### config.mk
export PLATFORM = sky130hd
export DESIGN_NAME = dcache_core
export DESIGN_NICKNAME = d
export VERILOG_FILES = /design/src/verilog/dcache_pkg.sv /design/src/verilog/lsu_pkg.sv /design/src/verilog/dcache_core.sv /design/src/verilog/dcache_data_array.sv /design/src/verilog/dcache_dt.sv /design/src/verilog/dcache_load_align.sv /design/src/verilog/dcache_tag_array.sv
export SDC_FILE = /design/constraint.sdc
export NUM_CORES = 2
export LEC_CHECK = 0
export BUFFER_PORTS_ARGS = -buffer_cell sky130_fd_sc_hd__buf_2
export CAP_MARGIN = 20
export CORE_ASPECT_RATIO = 1.75
export CORE_MARGIN = 8
export CORE_UTILIZATION = 48
export CTS_BUF_LIST = sky130_fd_sc_hd__clkbuf_16
export DETAILED_ROUTE_END_ITERATION = 8
export GPL_ROUTABILITY_DRIVEN = 1
export MAX_ROUTING_LAYER = met4
export PLACE_DENSITY_LB_ADDON = 0.1
export SYNTH_ARGS = -nofsm -noshare
export SYNTH_HDL_FRONTEND = slang
export SYNTH_HIERARCHICAL = 1
export SYNTH_SLANG_ARGS = --single-unit
### constraint.sdc
create_clock -name clk -period 16.27 [get_ports clk]
set_input_delay 2.4405 -clock clk [delete_from_list [all_inputs] [get_ports clk]]
set_output_delay 2.4405 -clock clk [all_outputs]
set_load 0.01 [all_outputs]
### src/verilog/dcache_pkg.sv
/*
 * Data cache common definitions.
 * Holds the address and word widths shared by the cache blocks and the
 * vector types for addresses, data words and byte-lane masks.
 */

`default_nettype none

package dcache_pkg;

    // =========================================================================
    // Widths
    // =========================================================================

    localparam int ADDR_WIDTH = 32;
    localparam int DATA_WIDTH = 32;
    localparam int DATA_SIZE  = DATA_WIDTH / 8;  // Bytes per word.

    // =========================================================================
    // Types
    // =========================================================================

    // Byte address as seen by the load/store unit.
    typedef logic [ADDR_WIDTH-1:0] addr_t;

    // One data word.
    typedef logic [DATA_WIDTH-1:0] word_t;

    // One bit per byte lane of a word.
    typedef logic [DATA_SIZE-1:0]  byte_sel_t;

endpackage

`default_nettype wire

### src/verilog/lsu_pkg.sv
/*
 * Load/store unit function codes.
 * Encodes the access kind and size of every LSU operation.
 */

`default_nettype none

package lsu_pkg;

    localparam int LSU_FUNC_WIDTH = 4;

    typedef logic [LSU_FUNC_WIDTH-1:0] lsu_func_t;

    // Loads. The U variants zero-extend.
    localparam lsu_func_t LSU_LB  = 4'b0000;
    localparam lsu_func_t LSU_LH  = 4'b0001;
    localparam lsu_func_t LSU_LW  = 4'b0010;
    localparam lsu_func_t LSU_LBU = 4'b0011;
    localparam lsu_func_t LSU_LHU = 4'b0100;

    // Stores.
    localparam lsu_func_t LSU_SB  = 4'b0101;
    localparam lsu_func_t LSU_SH  = 4'b0110;
    localparam lsu_func_t LSU_SW  = 4'b0111;

endpackage

`default_nettype wire
### src/verilog/dcache_core.sv
/*
 * Direct-mapped data cache pipeline.
 * Request stage, tag and data arrays working side by side, and the
 * load alignment that produces the response two cycles after a request.
 */

`default_nettype none

module dcache_core #(
    parameter  int P_CACHE_SIZE = 256,
    parameter  int P_LINE_SIZE  = 16,
    localparam int LINE_WIDTH   = P_LINE_SIZE * 8,
    localparam int OFFSET_WIDTH = $clog2(P_LINE_SIZE),
    localparam int INDEX_WIDTH  = $clog2(P_CACHE_SIZE / P_LINE_SIZE),
    localparam int TAG_WIDTH    = dcache_pkg::ADDR_WIDTH - INDEX_WIDTH - OFFSET_WIDTH
) (
    input  logic                  clk,
    input  logic                  i_rst_n,
    input  logic                  i_req,
    input  logic                  i_wr_en,
    input  dcache_pkg::addr_t     i_addr,
    input  lsu_pkg::lsu_func_t    i_lsu_func,
    input  dcache_pkg::word_t     i_wdata,
    input  logic                  i_fill,
    input  dcache_pkg::addr_t     i_fill_addr,
    input  logic [LINE_WIDTH-1:0] i_fill_data,

    output logic                  o_done,
    output logic                  o_hit,
    output dcache_pkg::word_t     o_rdata
);

    // Stage 1.
    logic                    s1_req;
    logic                    s1_wr_en;
    logic                    s1_fill;
    logic [TAG_WIDTH-1:0]    s1_tag;
    logic [INDEX_WIDTH-1:0]  s1_index;
    logic [OFFSET_WIDTH-1:0] s1_offset;
    lsu_pkg::lsu_func_t      s1_lsu_func;
    dcache_pkg::byte_sel_t   s1_byte_sel;
    dcache_pkg::word_t       s1_wdata;
    logic [LINE_WIDTH-1:0]   s1_fill_data;
    logic                    s1_lookup_hit;

    // Stage 2.
    logic                    s2_hit;
    dcache_pkg::word_t       s2_word;

    dcache_dt #(
        .P_CACHE_SIZE(P_CACHE_SIZE),
        .P_LINE_SIZE (P_LINE_SIZE)
    ) dcache_dt_inst (
        .clk        (clk),
        .i_rst_n    (i_rst_n),
        .i_req      (i_req),
        .i_wr_en    (i_wr_en),
        .i_addr     (i_addr),
        .i_lsu_func (i_lsu_func),
        .i_wdata    (i_wdata),
        .i_fill     (i_fill),
        .i_fill_addr(i_fill_addr),
        .i_fill_data(i_fill_data),
        .o_req      (s1_req),
        .o_wr_en    (s1_wr_en),
        .o_fill     (s1_fill),
        .o_tag      (s1_tag),
        .o_index    (s1_index),
        .o_offset   (s1_offset),
        .o_lsu_func (s1_lsu_func),
        .o_byte_sel (s1_byte_sel),
        .o_wdata    (s1_wdata),
        .o_fill_data(s1_fill_data)
    );

    dcache_tag_array #(
        .P_CACHE_SIZE(P_CACHE_SIZE),
        .P_LINE_SIZE (P_LINE_SIZE)
    ) dcache_tag_array_inst (
        .clk         (clk),
        .i_rst_n     (i_rst_n),
        .i_req       (s1_req),
        .i_wr_en     (s1_wr_en),
        .i_fill      (s1_fill),
        .i_tag       (s1_tag),
        .i_index     (s1_index),
        .o_lookup_hit(s1_lookup_hit),
        .o_hit       (s2_hit),
        .o_dirty     ()
    );

    dcache_data_array #(
        .P_CACHE_SIZE(P_CACHE_SIZE),
        .P_LINE_SIZE (P_LINE_SIZE)
    ) dcache_data_array_inst (
        .clk         (clk),
        .i_req       (s1_req),
        .i_wr_en     (s1_wr_en),
        .i_fill      (s1_fill),
        .i_lookup_hit(s1_lookup_hit),
        .i_index     (s1_index),
        .i_offset    (s1_offset),
        .i_byte_sel  (s1_byte_sel),
        .i_wdata     (s1_wdata),
        .i_fill_data (s1_fill_data),
        .o_word      (s2_word)
    );

    dcache_load_align dcache_load_align_inst (
        .clk          (clk),
        .i_rst_n      (i_rst_n),
        .i_req        (s1_req),
        .i_wr_en      (s1_wr_en),
        .i_lsu_func   (s1_lsu_func),
        .i_byte_offset(s1_offset[1:0]),
        .i_hit        (s2_hit),
        .i_word       (s2_word),
        .o_done       (o_done),
        .o_hit        (o_hit),
        .o_rdata      (o_rdata)
    );

endmodule

`default_nettype wire

### src/verilog/dcache_data_array.sv
/*
 * Data cache line storage.
 * Writes whole lines on a fill, merges store bytes into the addressed
 * word on a store hit, and registers the addressed word into stage 2.
 */

`default_nettype none

module dcache_data_array #(
    parameter  int P_CACHE_SIZE = 256,
    parameter  int P_LINE_SIZE  = 16,
    localparam int LINE_WIDTH   = P_LINE_SIZE * 8,
    localparam int OFFSET_WIDTH = $clog2(P_LINE_SIZE),
    localparam int INDEX_WIDTH  = $clog2(P_CACHE_SIZE / P_LINE_SIZE)
) (
    input  logic                    clk,
    input  logic                    i_req,
    input  logic                    i_wr_en,
    input  logic                    i_fill,
    input  logic                    i_lookup_hit,
    input  logic [INDEX_WIDTH-1:0]  i_index,
    input  logic [OFFSET_WIDTH-1:0] i_offset,
    input  dcache_pkg::byte_sel_t   i_byte_sel,
    input  dcache_pkg::word_t       i_wdata,
    input  logic [LINE_WIDTH-1:0]   i_fill_data,

    output dcache_pkg::word_t       o_word
);

    localparam int NUM_LINES  = P_CACHE_SIZE / P_LINE_SIZE;
    localparam int LANE_WIDTH = $clog2(dcache_pkg::DATA_SIZE);

    logic [LINE_WIDTH-1:0]   line_mem [NUM_LINES];
    logic [LINE_WIDTH-1:0]   cur_line;
    logic [LINE_WIDTH-1:0]   new_line;
    logic [OFFSET_WIDTH-1:0] word_idx;
    logic [LANE_WIDTH-1:0]   lane;
    dcache_pkg::byte_sel_t   byte_en;
    dcache_pkg::word_t       wdata_sh;
    dcache_pkg::word_t       cur_word;
    dcache_pkg::word_t       merged_word;
    logic                    store_hit;

    assign cur_line  = line_mem[i_index];
    assign word_idx  = i_offset >> LANE_WIDTH;  // Word within the line.
    assign lane      = i_offset[LANE_WIDTH-1:0];
    assign cur_word  = cur_line[word_idx*dcache_pkg::DATA_WIDTH +: dcache_pkg::DATA_WIDTH];
    assign store_hit = i_req & i_wr_en & i_lookup_hit;

    // Move the lane-0 mask and data up to the byte offset of the access.
    assign byte_en  = i_byte_sel << lane;
    assign wdata_sh = i_wdata << {lane, 3'b000};

    always_comb begin
        for (int b = 0; b < dcache_pkg::DATA_SIZE; b++) begin
            merged_word[b*8 +: 8] = byte_en[b] ? wdata_sh[b*8 +: 8] : cur_word[b*8 +: 8];
        end
        new_line = cur_line;
        new_line[word_idx*dcache_pkg::DATA_WIDTH +: dcache_pkg::DATA_WIDTH] = merged_word;
    end

    // =========================================================================
    // Storage
    // =========================================================================

    always_ff @(posedge clk) begin
        if (i_fill) begin
            line_mem[i_index] <= i_fill_data;
        end else if (store_hit) begin
            line_mem[i_index] <= new_line;  // A store miss writes nothing.
        end
    end

    always_ff @(posedge clk) begin
        o_word <= cur_word;
    end

endmodule

`default_nettype wire

### src/verilog/dcache_dt.sv
/*
 * Data cache request stage.
 * Registers a load, store or line fill into stage 1, splits the address
 * into tag, index and offset, and derives the byte-lane mask.
 */

`default_nettype none

module dcache_dt #(
    parameter  int P_CACHE_SIZE = 256,
    parameter  int P_LINE_SIZE  = 16,
    localparam int LINE_WIDTH   = P_LINE_SIZE * 8,
    localparam int OFFSET_WIDTH = $clog2(P_LINE_SIZE),
    localparam int INDEX_WIDTH  = $clog2(P_CACHE_SIZE / P_LINE_SIZE),
    localparam int TAG_WIDTH    = dcache_pkg::ADDR_WIDTH - INDEX_WIDTH - OFFSET_WIDTH
) (
    input  logic                  clk,
    input  logic                  i_rst_n,
    input  logic                  i_req,
    input  logic                  i_wr_en,
    input  dcache_pkg::addr_t     i_addr,
    input  lsu_pkg::lsu_func_t    i_lsu_func,
    input  dcache_pkg::word_t     i_wdata,
    input  logic                  i_fill,
    input  dcache_pkg::addr_t     i_fill_addr,
    input  logic [LINE_WIDTH-1:0] i_fill_data,

    output logic                    o_req,
    output logic                    o_wr_en,
    output logic                    o_fill,
    output logic [TAG_WIDTH-1:0]    o_tag,
    output logic [INDEX_WIDTH-1:0]  o_index,
    output logic [OFFSET_WIDTH-1:0] o_offset,
    output lsu_pkg::lsu_func_t      o_lsu_func,
    output dcache_pkg::byte_sel_t   o_byte_sel,
    output dcache_pkg::word_t       o_wdata,
    output logic [LINE_WIDTH-1:0]   o_fill_data
);

    dcache_pkg::addr_t     addr;
    dcache_pkg::byte_sel_t byte_sel;

    assign addr = i_fill ? i_fill_addr : i_addr;  // A fill takes the slot.

    // Lanes start at lane 0 and are moved to the offset in the data array.
    always_comb begin
        case (i_lsu_func)
            lsu_pkg::LSU_LB, lsu_pkg::LSU_LBU, lsu_pkg::LSU_SB:
                byte_sel = dcache_pkg::byte_sel_t'(1'b1);
            lsu_pkg::LSU_LH, lsu_pkg::LSU_LHU, lsu_pkg::LSU_SH:
                byte_sel = dcache_pkg::byte_sel_t'(2'b11);
            default:
                byte_sel = '1;
        endcase
    end

    always_ff @(posedge clk) begin
        if (!i_rst_n) begin
            o_req   <= 1'b0;
            o_wr_en <= 1'b0;
            o_fill  <= 1'b0;
        end else begin
            o_req   <= i_req & ~i_fill;  // Request is dropped under a fill.
            o_wr_en <= i_wr_en & ~i_fill;
            o_fill  <= i_fill;
        end
    end

    always_ff @(posedge clk) begin
        o_tag       <= addr[dcache_pkg::ADDR_WIDTH-1 -: TAG_WIDTH];
        o_index     <= addr[OFFSET_WIDTH +: INDEX_WIDTH];
        o_offset    <= i_addr[OFFSET_WIDTH-1:0];
        o_lsu_func  <= i_lsu_func;
        o_byte_sel  <= byte_sel;
        o_wdata     <= i_wdata;
        o_fill_data <= i_fill_data;
    end

endmodule

`default_nettype wire

### src/verilog/dcache_load_align.sv
/*
 * Data cache load alignment.
 * Carries the request into stage 2, picks the byte or halfword out of
 * the read word, extends it and reports completion and hit.
 */

`default_nettype none

module dcache_load_align (
    input  logic               clk,
    input  logic               i_rst_n,
    input  logic               i_req,
    input  logic               i_wr_en,
    input  lsu_pkg::lsu_func_t i_lsu_func,
    input  logic [1:0]         i_byte_offset,
    input  logic               i_hit,
    input  dcache_pkg::word_t  i_word,

    output logic               o_done,
    output logic               o_hit,
    output dcache_pkg::word_t  o_rdata
);

    logic               req_q;
    logic               wr_en_q;
    lsu_pkg::lsu_func_t lsu_func_q;
    logic [1:0]         byte_offset_q;
    dcache_pkg::word_t  byte_shift;
    dcache_pkg::word_t  half_shift;
    dcache_pkg::word_t  load_data;

    always_ff @(posedge clk) begin
        if (!i_rst_n) begin
            req_q   <= 1'b0;
            wr_en_q <= 1'b0;
        end else begin
            req_q   <= i_req;
            wr_en_q <= i_wr_en;
        end
    end

    always_ff @(posedge clk) begin
        lsu_func_q    <= i_lsu_func;
        byte_offset_q <= i_byte_offset;
    end

    assign byte_shift = i_word >> {byte_offset_q, 3'b000};
    assign half_shift = i_word >> {byte_offset_q[1], 4'b0000};  // Halfwords are aligned.

    always_comb begin
        case (lsu_func_q)
            lsu_pkg::LSU_LB:  load_data = {{(dcache_pkg::DATA_WIDTH-8){byte_shift[7]}},
                                           byte_shift[7:0]};
            lsu_pkg::LSU_LBU: load_data = {{(dcache_pkg::DATA_WIDTH-8){1'b0}}, byte_shift[7:0]};
            lsu_pkg::LSU_LH:  load_data = {{(dcache_pkg::DATA_WIDTH-16){half_shift[15]}},
                                           half_shift[15:0]};
            lsu_pkg::LSU_LHU: load_data = {{(dcache_pkg::DATA_WIDTH-16){1'b0}}, half_shift[15:0]};
            default:          load_data = i_word;
        endcase
    end

    assign o_done  = req_q;
    assign o_hit   = i_hit;  // The tag array already qualifies its hit with the request.
    // Stores and misses return zero.
    assign o_rdata = (o_hit && !wr_en_q) ? load_data : '0;

endmodule

`default_nettype wire

### src/verilog/dcache_tag_array.sv
/*
 * Data cache tag array.
 * Keeps a tag, valid bit and dirty bit per line, looks up hits for the
 * stage-1 request, installs tags on a fill and marks lines on store hits.
 */

`default_nettype none

module dcache_tag_array #(
    parameter  int P_CACHE_SIZE = 256,
    parameter  int P_LINE_SIZE  = 16,
    localparam int OFFSET_WIDTH = $clog2(P_LINE_SIZE),
    localparam int INDEX_WIDTH  = $clog2(P_CACHE_SIZE / P_LINE_SIZE),
    localparam int TAG_WIDTH    = dcache_pkg::ADDR_WIDTH - INDEX_WIDTH - OFFSET_WIDTH
) (
    input  logic                   clk,
    input  logic                   i_rst_n,
    input  logic                   i_req,
    input  logic                   i_wr_en,
    input  logic                   i_fill,
    input  logic [TAG_WIDTH-1:0]   i_tag,
    input  logic [INDEX_WIDTH-1:0] i_index,

    output logic                   o_lookup_hit,
    output logic                   o_hit,
    output logic                   o_dirty
);

    localparam int NUM_LINES = P_CACHE_SIZE / P_LINE_SIZE;

    logic [TAG_WIDTH-1:0] tag_mem [NUM_LINES];
    logic [NUM_LINES-1:0] valid_mem;
    logic [NUM_LINES-1:0] dirty_mem;
    logic                 store_hit;

    // =========================================================================
    // Lookup
    // =========================================================================

    assign o_lookup_hit = valid_mem[i_index] && (tag_mem[i_index] == i_tag);
    assign store_hit    = i_req & i_wr_en & o_lookup_hit;

    // =========================================================================
    // Update
    // =========================================================================

    always_ff @(posedge clk) begin
        if (i_fill) begin
            tag_mem[i_index] <= i_tag;
        end
    end

    always_ff @(posedge clk) begin
        if (!i_rst_n) begin
            valid_mem <= '0;  // Every access misses until the first fill.
            dirty_mem <= '0;
        end else if (i_fill) begin
            valid_mem[i_index] <= 1'b1;
            dirty_mem[i_index] <= 1'b0;
        end else if (store_hit) begin
            dirty_mem[i_index] <= 1'b1;
        end
    end

    // Stage 2 results. o_dirty waits for a write-back stage.
    always_ff @(posedge clk) begin
        if (!i_rst_n) begin
            o_hit   <= 1'b0;
            o_dirty <= 1'b0;
        end else begin
            o_hit   <= i_req & o_lookup_hit;
            o_dirty <= dirty_mem[i_index];
        end
    end

endmodule

`default_nettype wire

# Word level (Yosys, flattened, before mapping)
# Memories as Yosys holds them, arrays and structs flattened. A register that Yosys moved wholly into a read port is not among the register bits.
# Cells that the tools add are included.
dict set report classes {
  eq_ne 9
  add_sub_neg 1
  shifts 7
  n_mux 19
  div 0
  n_reduce_logical 8
  n_bitwise 8
  multipliers 0
  order_cmp 2
}
# operator count
set op_table {}
lappend op_table {{$bwmux W128} 1}
lappend op_table {{$mux W128} 1}
lappend op_table {{$pmux W32 S4} 1}
lappend op_table {{$shift A32 B34 Y128 const A} 1}
lappend op_table {{$shiftx A128 B8 Y32} 1}
lappend op_table {{$shiftx A32 B34 Y128} 1}
lappend op_table {{$mux W32} 2}
lappend op_table {{$neg A7 Y34} 1}
lappend op_table {{$mux W8} 4}
lappend op_table {{$shl A32 B5 Y32} 1}
lappend op_table {{$shr A32 B5 Y16} 1}
lappend op_table {{$shr A32 B5 Y8} 1}
lappend op_table {{$eq A24 B24 Y1} 1}
lappend op_table {{$eq A4 B3 Y1 const B} 4}
lappend op_table {{$or A16 B16 Y16} 1}
lappend op_table {{$eq A4 B1 Y1 const B} 2}
lappend op_table {{$eq A4 B2 Y1 const B} 2}
lappend op_table {{$logic_not A4 Y1} 2}
lappend op_table {{$pmux W4 S2} 1}
lappend op_table {{$mux W1} 7}
lappend op_table {{$reduce_or A3 Y1} 2}
lappend op_table {{$and A1 B1 Y1} 5}
lappend op_table {{$lt A4 B5 Y1 const B} 1}
lappend op_table {{$bmux W1 S4} 1}
lappend op_table {{7 further kinds} 9}
dict set report totals {
  latchBits 0
  word_cells 73
  n_memories 2
  register_bits 260
  mem_bits_ro 0
  in_bits 233
  ramBits 2432
  output_inout_bits 34
}
# memory depth width rd rd_ports_with_merged_regs wr line
set mem_list {}
lappend mem_list {dcache_data_array_inst.line_mem 16 128 1 1 1 dcache_data_array.sv:33} ;# logic [LINE_WIDTH-1:0] line_mem [NUM_LINES];
lappend mem_list {dcache_tag_array_inst.tag_mem 16 24 1 1 1 dcache_tag_array.sv:31} ;# logic [TAG_WIDTH-1:0] tag_mem [NUM_LINES];

# Depth between registers and ports, before layout
dict set report logic_depth {
  word_depth 8
  mapped_depth 17
  ltp_nobuf 12
}

# Hierarchy
# The synthesis kept the hierarchy.
# module n_inst area_per_inst_um2 seq_area_each_um2 cells_each
set by_module_without_submodules {}
lappend by_module_without_submodules {dcache_data_array 1 86520.5 62139.6 4449}
lappend by_module_without_submodules {dcache_tag_array 1 16856.2 12211.7 894}
lappend by_module_without_submodules {dcache_dt 1 4459.3 4023.9 243}
lappend by_module_without_submodules {dcache_load_align 1 1018.5 160.2 117}

# Worst setup path after synthesis
# OpenSTA, ideal clock, no wires.
dict set report synth_timing {
  path_type {register -> register}
  startpoint {reg dcache_dt_inst.o_index[0]}
  endpoint {mem dcache_data_array_inst/line_mem[0][0] in the netlist's numbering, enable pin}
  path_slack_ns 3.846
  t_required_ns 15.498
  n_path_buf 3
  arrival_time_ns 11.652
  stages_incl_launch_ff 14
  path_cell_list {dfxtp_1 buf_6 buf_8 buf_2 mux4_2 a22oi_1 nand3_1 xor2_1 a211oi_1 o2111a_2 and2_1 a31oi_1 or3_1 nor3_1}
}
dict set report synth_between {
  elab_chain_cells 8
}
# item line
set synth_rtl {}
lappend synth_rtl {{start, declared} dcache_dt.sv:32} ;# output logic [INDEX_WIDTH-1:0] o_index,
lappend synth_rtl {{start signal, assigned} dcache_dt.sv:71} ;# o_index <= addr[OFFSET_WIDTH +: INDEX_WIDTH];
lappend synth_rtl {{$bmux W1 S4} dcache_tag_array.sv:40} ;# assign o_lookup_hit = valid_mem[i_index] && (tag_mem[i_index] == i_tag);
lappend synth_rtl {{$mux W1 (implied by the code)} dcache_tag_array.sv:40}
lappend synth_rtl {{$logic_and A1 B1 Y1} dcache_tag_array.sv:40}
lappend synth_rtl {{named net s1_lookup_hit} dcache_core.sv:44} ;# logic s1_lookup_hit;
lappend synth_rtl {{$and A1 B1 Y1} dcache_data_array.sv:48} ;# assign store_hit = i_req & i_wr_en & i_lookup_hit;
lappend synth_rtl {{$mux W1} dcache_data_array.sv:69} ;# end else if (store_hit) begin
lappend synth_rtl {{$mux W1} dcache_data_array.sv:67} ;# if (i_fill) begin
lappend synth_rtl {{$mux W1 (implied by the code)} dcache_data_array.sv:70} ;# line_mem[i_index] <= new_line;
lappend synth_rtl {{$or A1 B1 Y1 (no source line)} --}
lappend synth_rtl {{end, declared} dcache_data_array.sv:33}
# The timed path passes the listed nets, and every way through them passes these cells. The select of a mux whose other input is x is not followed.

# Final worst setup path
dict set report layout_timing {
  startpoint {reg dcache_dt_inst.o_index[0]}
  endpoint {mem dcache_data_array_inst/line_mem[4][87] in the netlist's numbering, enable pin}
}
# The elaborated chain is that of the path after synthesis.

==> summary.txt <==
Routing
  – Final WL: 318,600 um
  – DRC viols: 0
  – Number of DRC markers in iteration 0: 6,085
  – Final ANT Viol Nets: 0
  – Met1 Wirelength: 121,900 um
  – Max layer used: met4
  – Metal2 WL: 162,100 um
  – Metal3 WL: 22,340 um
  – Vias/cell: 6.431
  – 1st-pass router iterations: 7
  – Wire length per cell: 34.86 um
  – Vias: 58,775

Worst setup path
  – Buf+Inv Stages, Crit Path: 4
  – Cell Chain, Critical Path: buf_4 > buf_4 > mux4_2 > o2bb2ai_1 > o21ai_0 > a32oi_1 > a221o_1 > nor4_4 > and2_1 > a31oi_1 > or3_1 > nor2_4 > buf_4 > buf_4
  – Crit. Startpoint: dcache_dt_inst/o_index[0]$_DFF_P_
  – Crit path max-delay family: buffers and inverters
  – Worst flop-to-flop path startpoint: dcache_dt_inst/o_index[0]$_DFF_P_
  – Crit end category: register
  – Slowest stage cell, crit path: buf_4
  – Crit path max fanout: 42
  – Reg2reg path depth: 14
  – WP depth: 14
  – Crit start category: register
  – FF-to-FF setup slack: 8.19 ns
  – Worst endpoint data arrival time: 8.55 ns
  – Setup CP Type: reg2reg
  – Most common cell on crit path: buf_4
  – Setup crit end: dcache_data_array_inst/line_mem[4][87]$_DFFE_PP_
  – Crit-path max cell delay: 0.89 ns
  – Worst Path Required: 16.73 ns
  – R2r endpoint: dcache_data_array_inst/line_mem[4][87]$_DFFE_PP_

STA
  – Hold WS: 0.3272 ns
  – Least-Margin Pin Slew: 1.231 ns
  – Fin worst setup slack: 8.186 ns
  – Final hold viol count: 0
  – Fin crit period: 8.084 ns
  – Period utilization: 49.68%
  – Final Skew: 0.06838 ns
  – Final max-slew violation count: 0
  – RSZ-0062 raised after global routing: no
  – Final setup TNS: 0 ns
  – Fmax: 123.7 MHz
  – Final setup viols: 0
  – Max-slew headroom: 17.93%

Synth
  – Syn nets: 5,860
  – Syn. warnings: 6
  – Mapped Cells: 5,623
  – Mapped cell area: 108,100 um^2
  – Syn Area/Cell: 19.22 um^2

Job
  – Max-cap violations: 0

Placed design
  – Setup slack at placement: 8.177 ns
  – DP Wirelength: 189,500 um
  – GP Congestion: 0.8335
  – Placed cell areas: 113,000 um^2
  – PortBufs: 262
  – DP Cell Count: 8,649

Final layout
  – Layout cells sized above 1: 25.77%
  – Fin nets: 6,267
  – Post-route design area: 120,800 um^2
  – Area growth from synthesis to layout: 11.81%
  – Filler instances: 17,621
  – Final Instance Count excl. Fillers: 9,140
  – Post-Route Utilization: 53.91%

Outcome
  – Outcome: complete, no violations

Power and ir drop
  – P_int: 11.18 mW
  – Pwr Total: 14.59 mW
  – Clock power frac: 38.4%
  – Worst VDD drop: 0.1067 mV
  – Combinational fraction of design power: 8.3%
  – Cell area power density: 120.7 nW/um^2
  – Leakage: 40.21 nW
  – NetSw: 3.408 mW
  – Sw Share: 23.36%
  – Sequential power share: 53.3%

GRT
  – Total grt overflow: 0
  – Aggregate global-route resource usage: 26.55%
  – Pin count of the biggest net entering global routing: 124
  – Initial antenna violation count: 34
  – First-pass GRT wire length: 446,800 um
  – Vias in the first global route: 59,846

Clock tree
  – # hold bufs at CTS: 0
  – Post-CTS Repair Setup Buffers: 0
  – Clk_lat worst skew: 0.90 ns
  – CTS Root Cell: clkbuf_16
  – Clk sinks: 2,690
  – Clock-pin slew on the worst setup and hold paths: 0.06 ns
  – Total CTS buffers: 245
  – TritonCTS clock tree: yes
  – Bufs on Longest Clock Path: 4
  – CTS-repair resized insts: 0
  – Number of H-tree levels: 4

Floorplan
  – Row cnt: 230
  – Core area: 224,200 um^2
  – Die H: 643.7 um
  – Initial Util: 48.21%
  – Number of top-level pins: 267
  – Die X: 374.7 um
  – Die area: 241,200 um^2

Min path
  – Worst hold path class: reg2reg
[how the worst min path moves through the flow]
| stage | slack [ns] | endpoint | depth (start not counted) | start |
|---|---|---|---|---|
| CTS | 0.33 | dcache_load_align_inst/lsu_func_q[1]$_DFF_P_ | 0 | dcache_dt_inst/o_lsu_func[1]$_DFF_P_ |
| detailed placement | 0.31 | dcache_load_align_inst/lsu_func_q[2]$_DFF_P_ | 0 | dcache_dt_inst/o_lsu_func[2]$_DFF_P_ |
| finish | 0.33 | dcache_load_align_inst/lsu_func_q[1]$_DFF_P_ | 0 | dcache_dt_inst/o_lsu_func[1]$_DFF_P_ |
| floorplan | 0.31 | dcache_load_align_inst/lsu_func_q[0]$_DFF_P_ | 0 | dcache_dt_inst/o_lsu_func[0]$_DFF_P_ |
| global route | 0.34 | dcache_load_align_inst/lsu_func_q[0]$_DFF_P_ | 0 | dcache_dt_inst/o_lsu_func[0]$_DFF_P_ |
| global placement | 0.31 | dcache_load_align_inst/lsu_func_q[0]$_DFF_P_ | 0 | dcache_dt_inst/o_lsu_func[0]$_DFF_P_ |
[power groups by stage]
stage | sequential (mW) | clock [mW] | combinational (mW)
finish | 7.78 | 5.60 | 1.21
detailed placement | 7.92 | 0 | 1.21
global placement | 7.92 | 0 | 1.20
global route | 7.78 | 5.93 | 1.28
floorplan | 7.87 | 0 | 0.804
CTS | 7.78 | 5.71 | 1.21
[state kept, by name (all words and copies together) (netlist names), 2 cells and up]
register / count
dcache_dt_inst/o_wdata: 32
dcache_dt_inst/o_offset: 4
dcache_tag_array_inst/tag_mem: 384
dcache_data_array_inst/line_mem: 2048
dcache_tag_array_inst/valid_mem: 16
dcache_data_array_inst/o_word: 32
dcache_dt_inst/o_index: 4
dcache_load_align_inst/byte_offset_q: 2
dcache_dt_inst/o_lsu_func: 4
dcache_dt_inst/o_byte_sel: 2
dcache_dt_inst/o_fill_data: 128
dcache_load_align_inst/lsu_func_q: 4
dcache_dt_inst/o_tag: 24
[worst reg2reg max path: cells and delay by family, from the launching register on]
kind                   cells  cell delay (ns)
muxes                      1             0.65
buffers and inverters      4             3.46
and+or+nand+nor            4             1.79
DFF                        1             0.83
AOI/OAI and AO/OA          5             0.93
[cell type report]
cell class              count  area (um^2)  share of cell area (%)
clock buffers             250         6256                   5.177
inverters                  25        105.1                 0.08697
clock inverters           200         1365                   1.130
multi-input cells        2554        27930                   23.12
diodes                      7        17.52                 0.01450
repair buffers            514         3328                   2.754
well taps                2900         3628                   3.003
flip-flops and latches   2690        78210                   64.72
[cell usage in the layout (no fill, tap or decap), types with 68 or more instances in the layout]
cell type,count
a22oi_1,140
nand2_1,213
o21ai_0,101
o22ai_1,68
inv_1,83
mux4_2,576
dfxtp_1,252
a21oi_1,96
edfxtp_1,2432
clkbuf_16,250
buf_2,262
nor2_1,136
mux2i_1,472
buf_4,242
[routing by layer]
metal / up-vias / GRT usage, %
met4: 0 / 8.998
met1: 31375 / 33.10
met5: - / -
met3: 654 / 3.828
li1: 24065 / -
met2: 2681 / 44.85
Power figures use the tool's default switching activity.
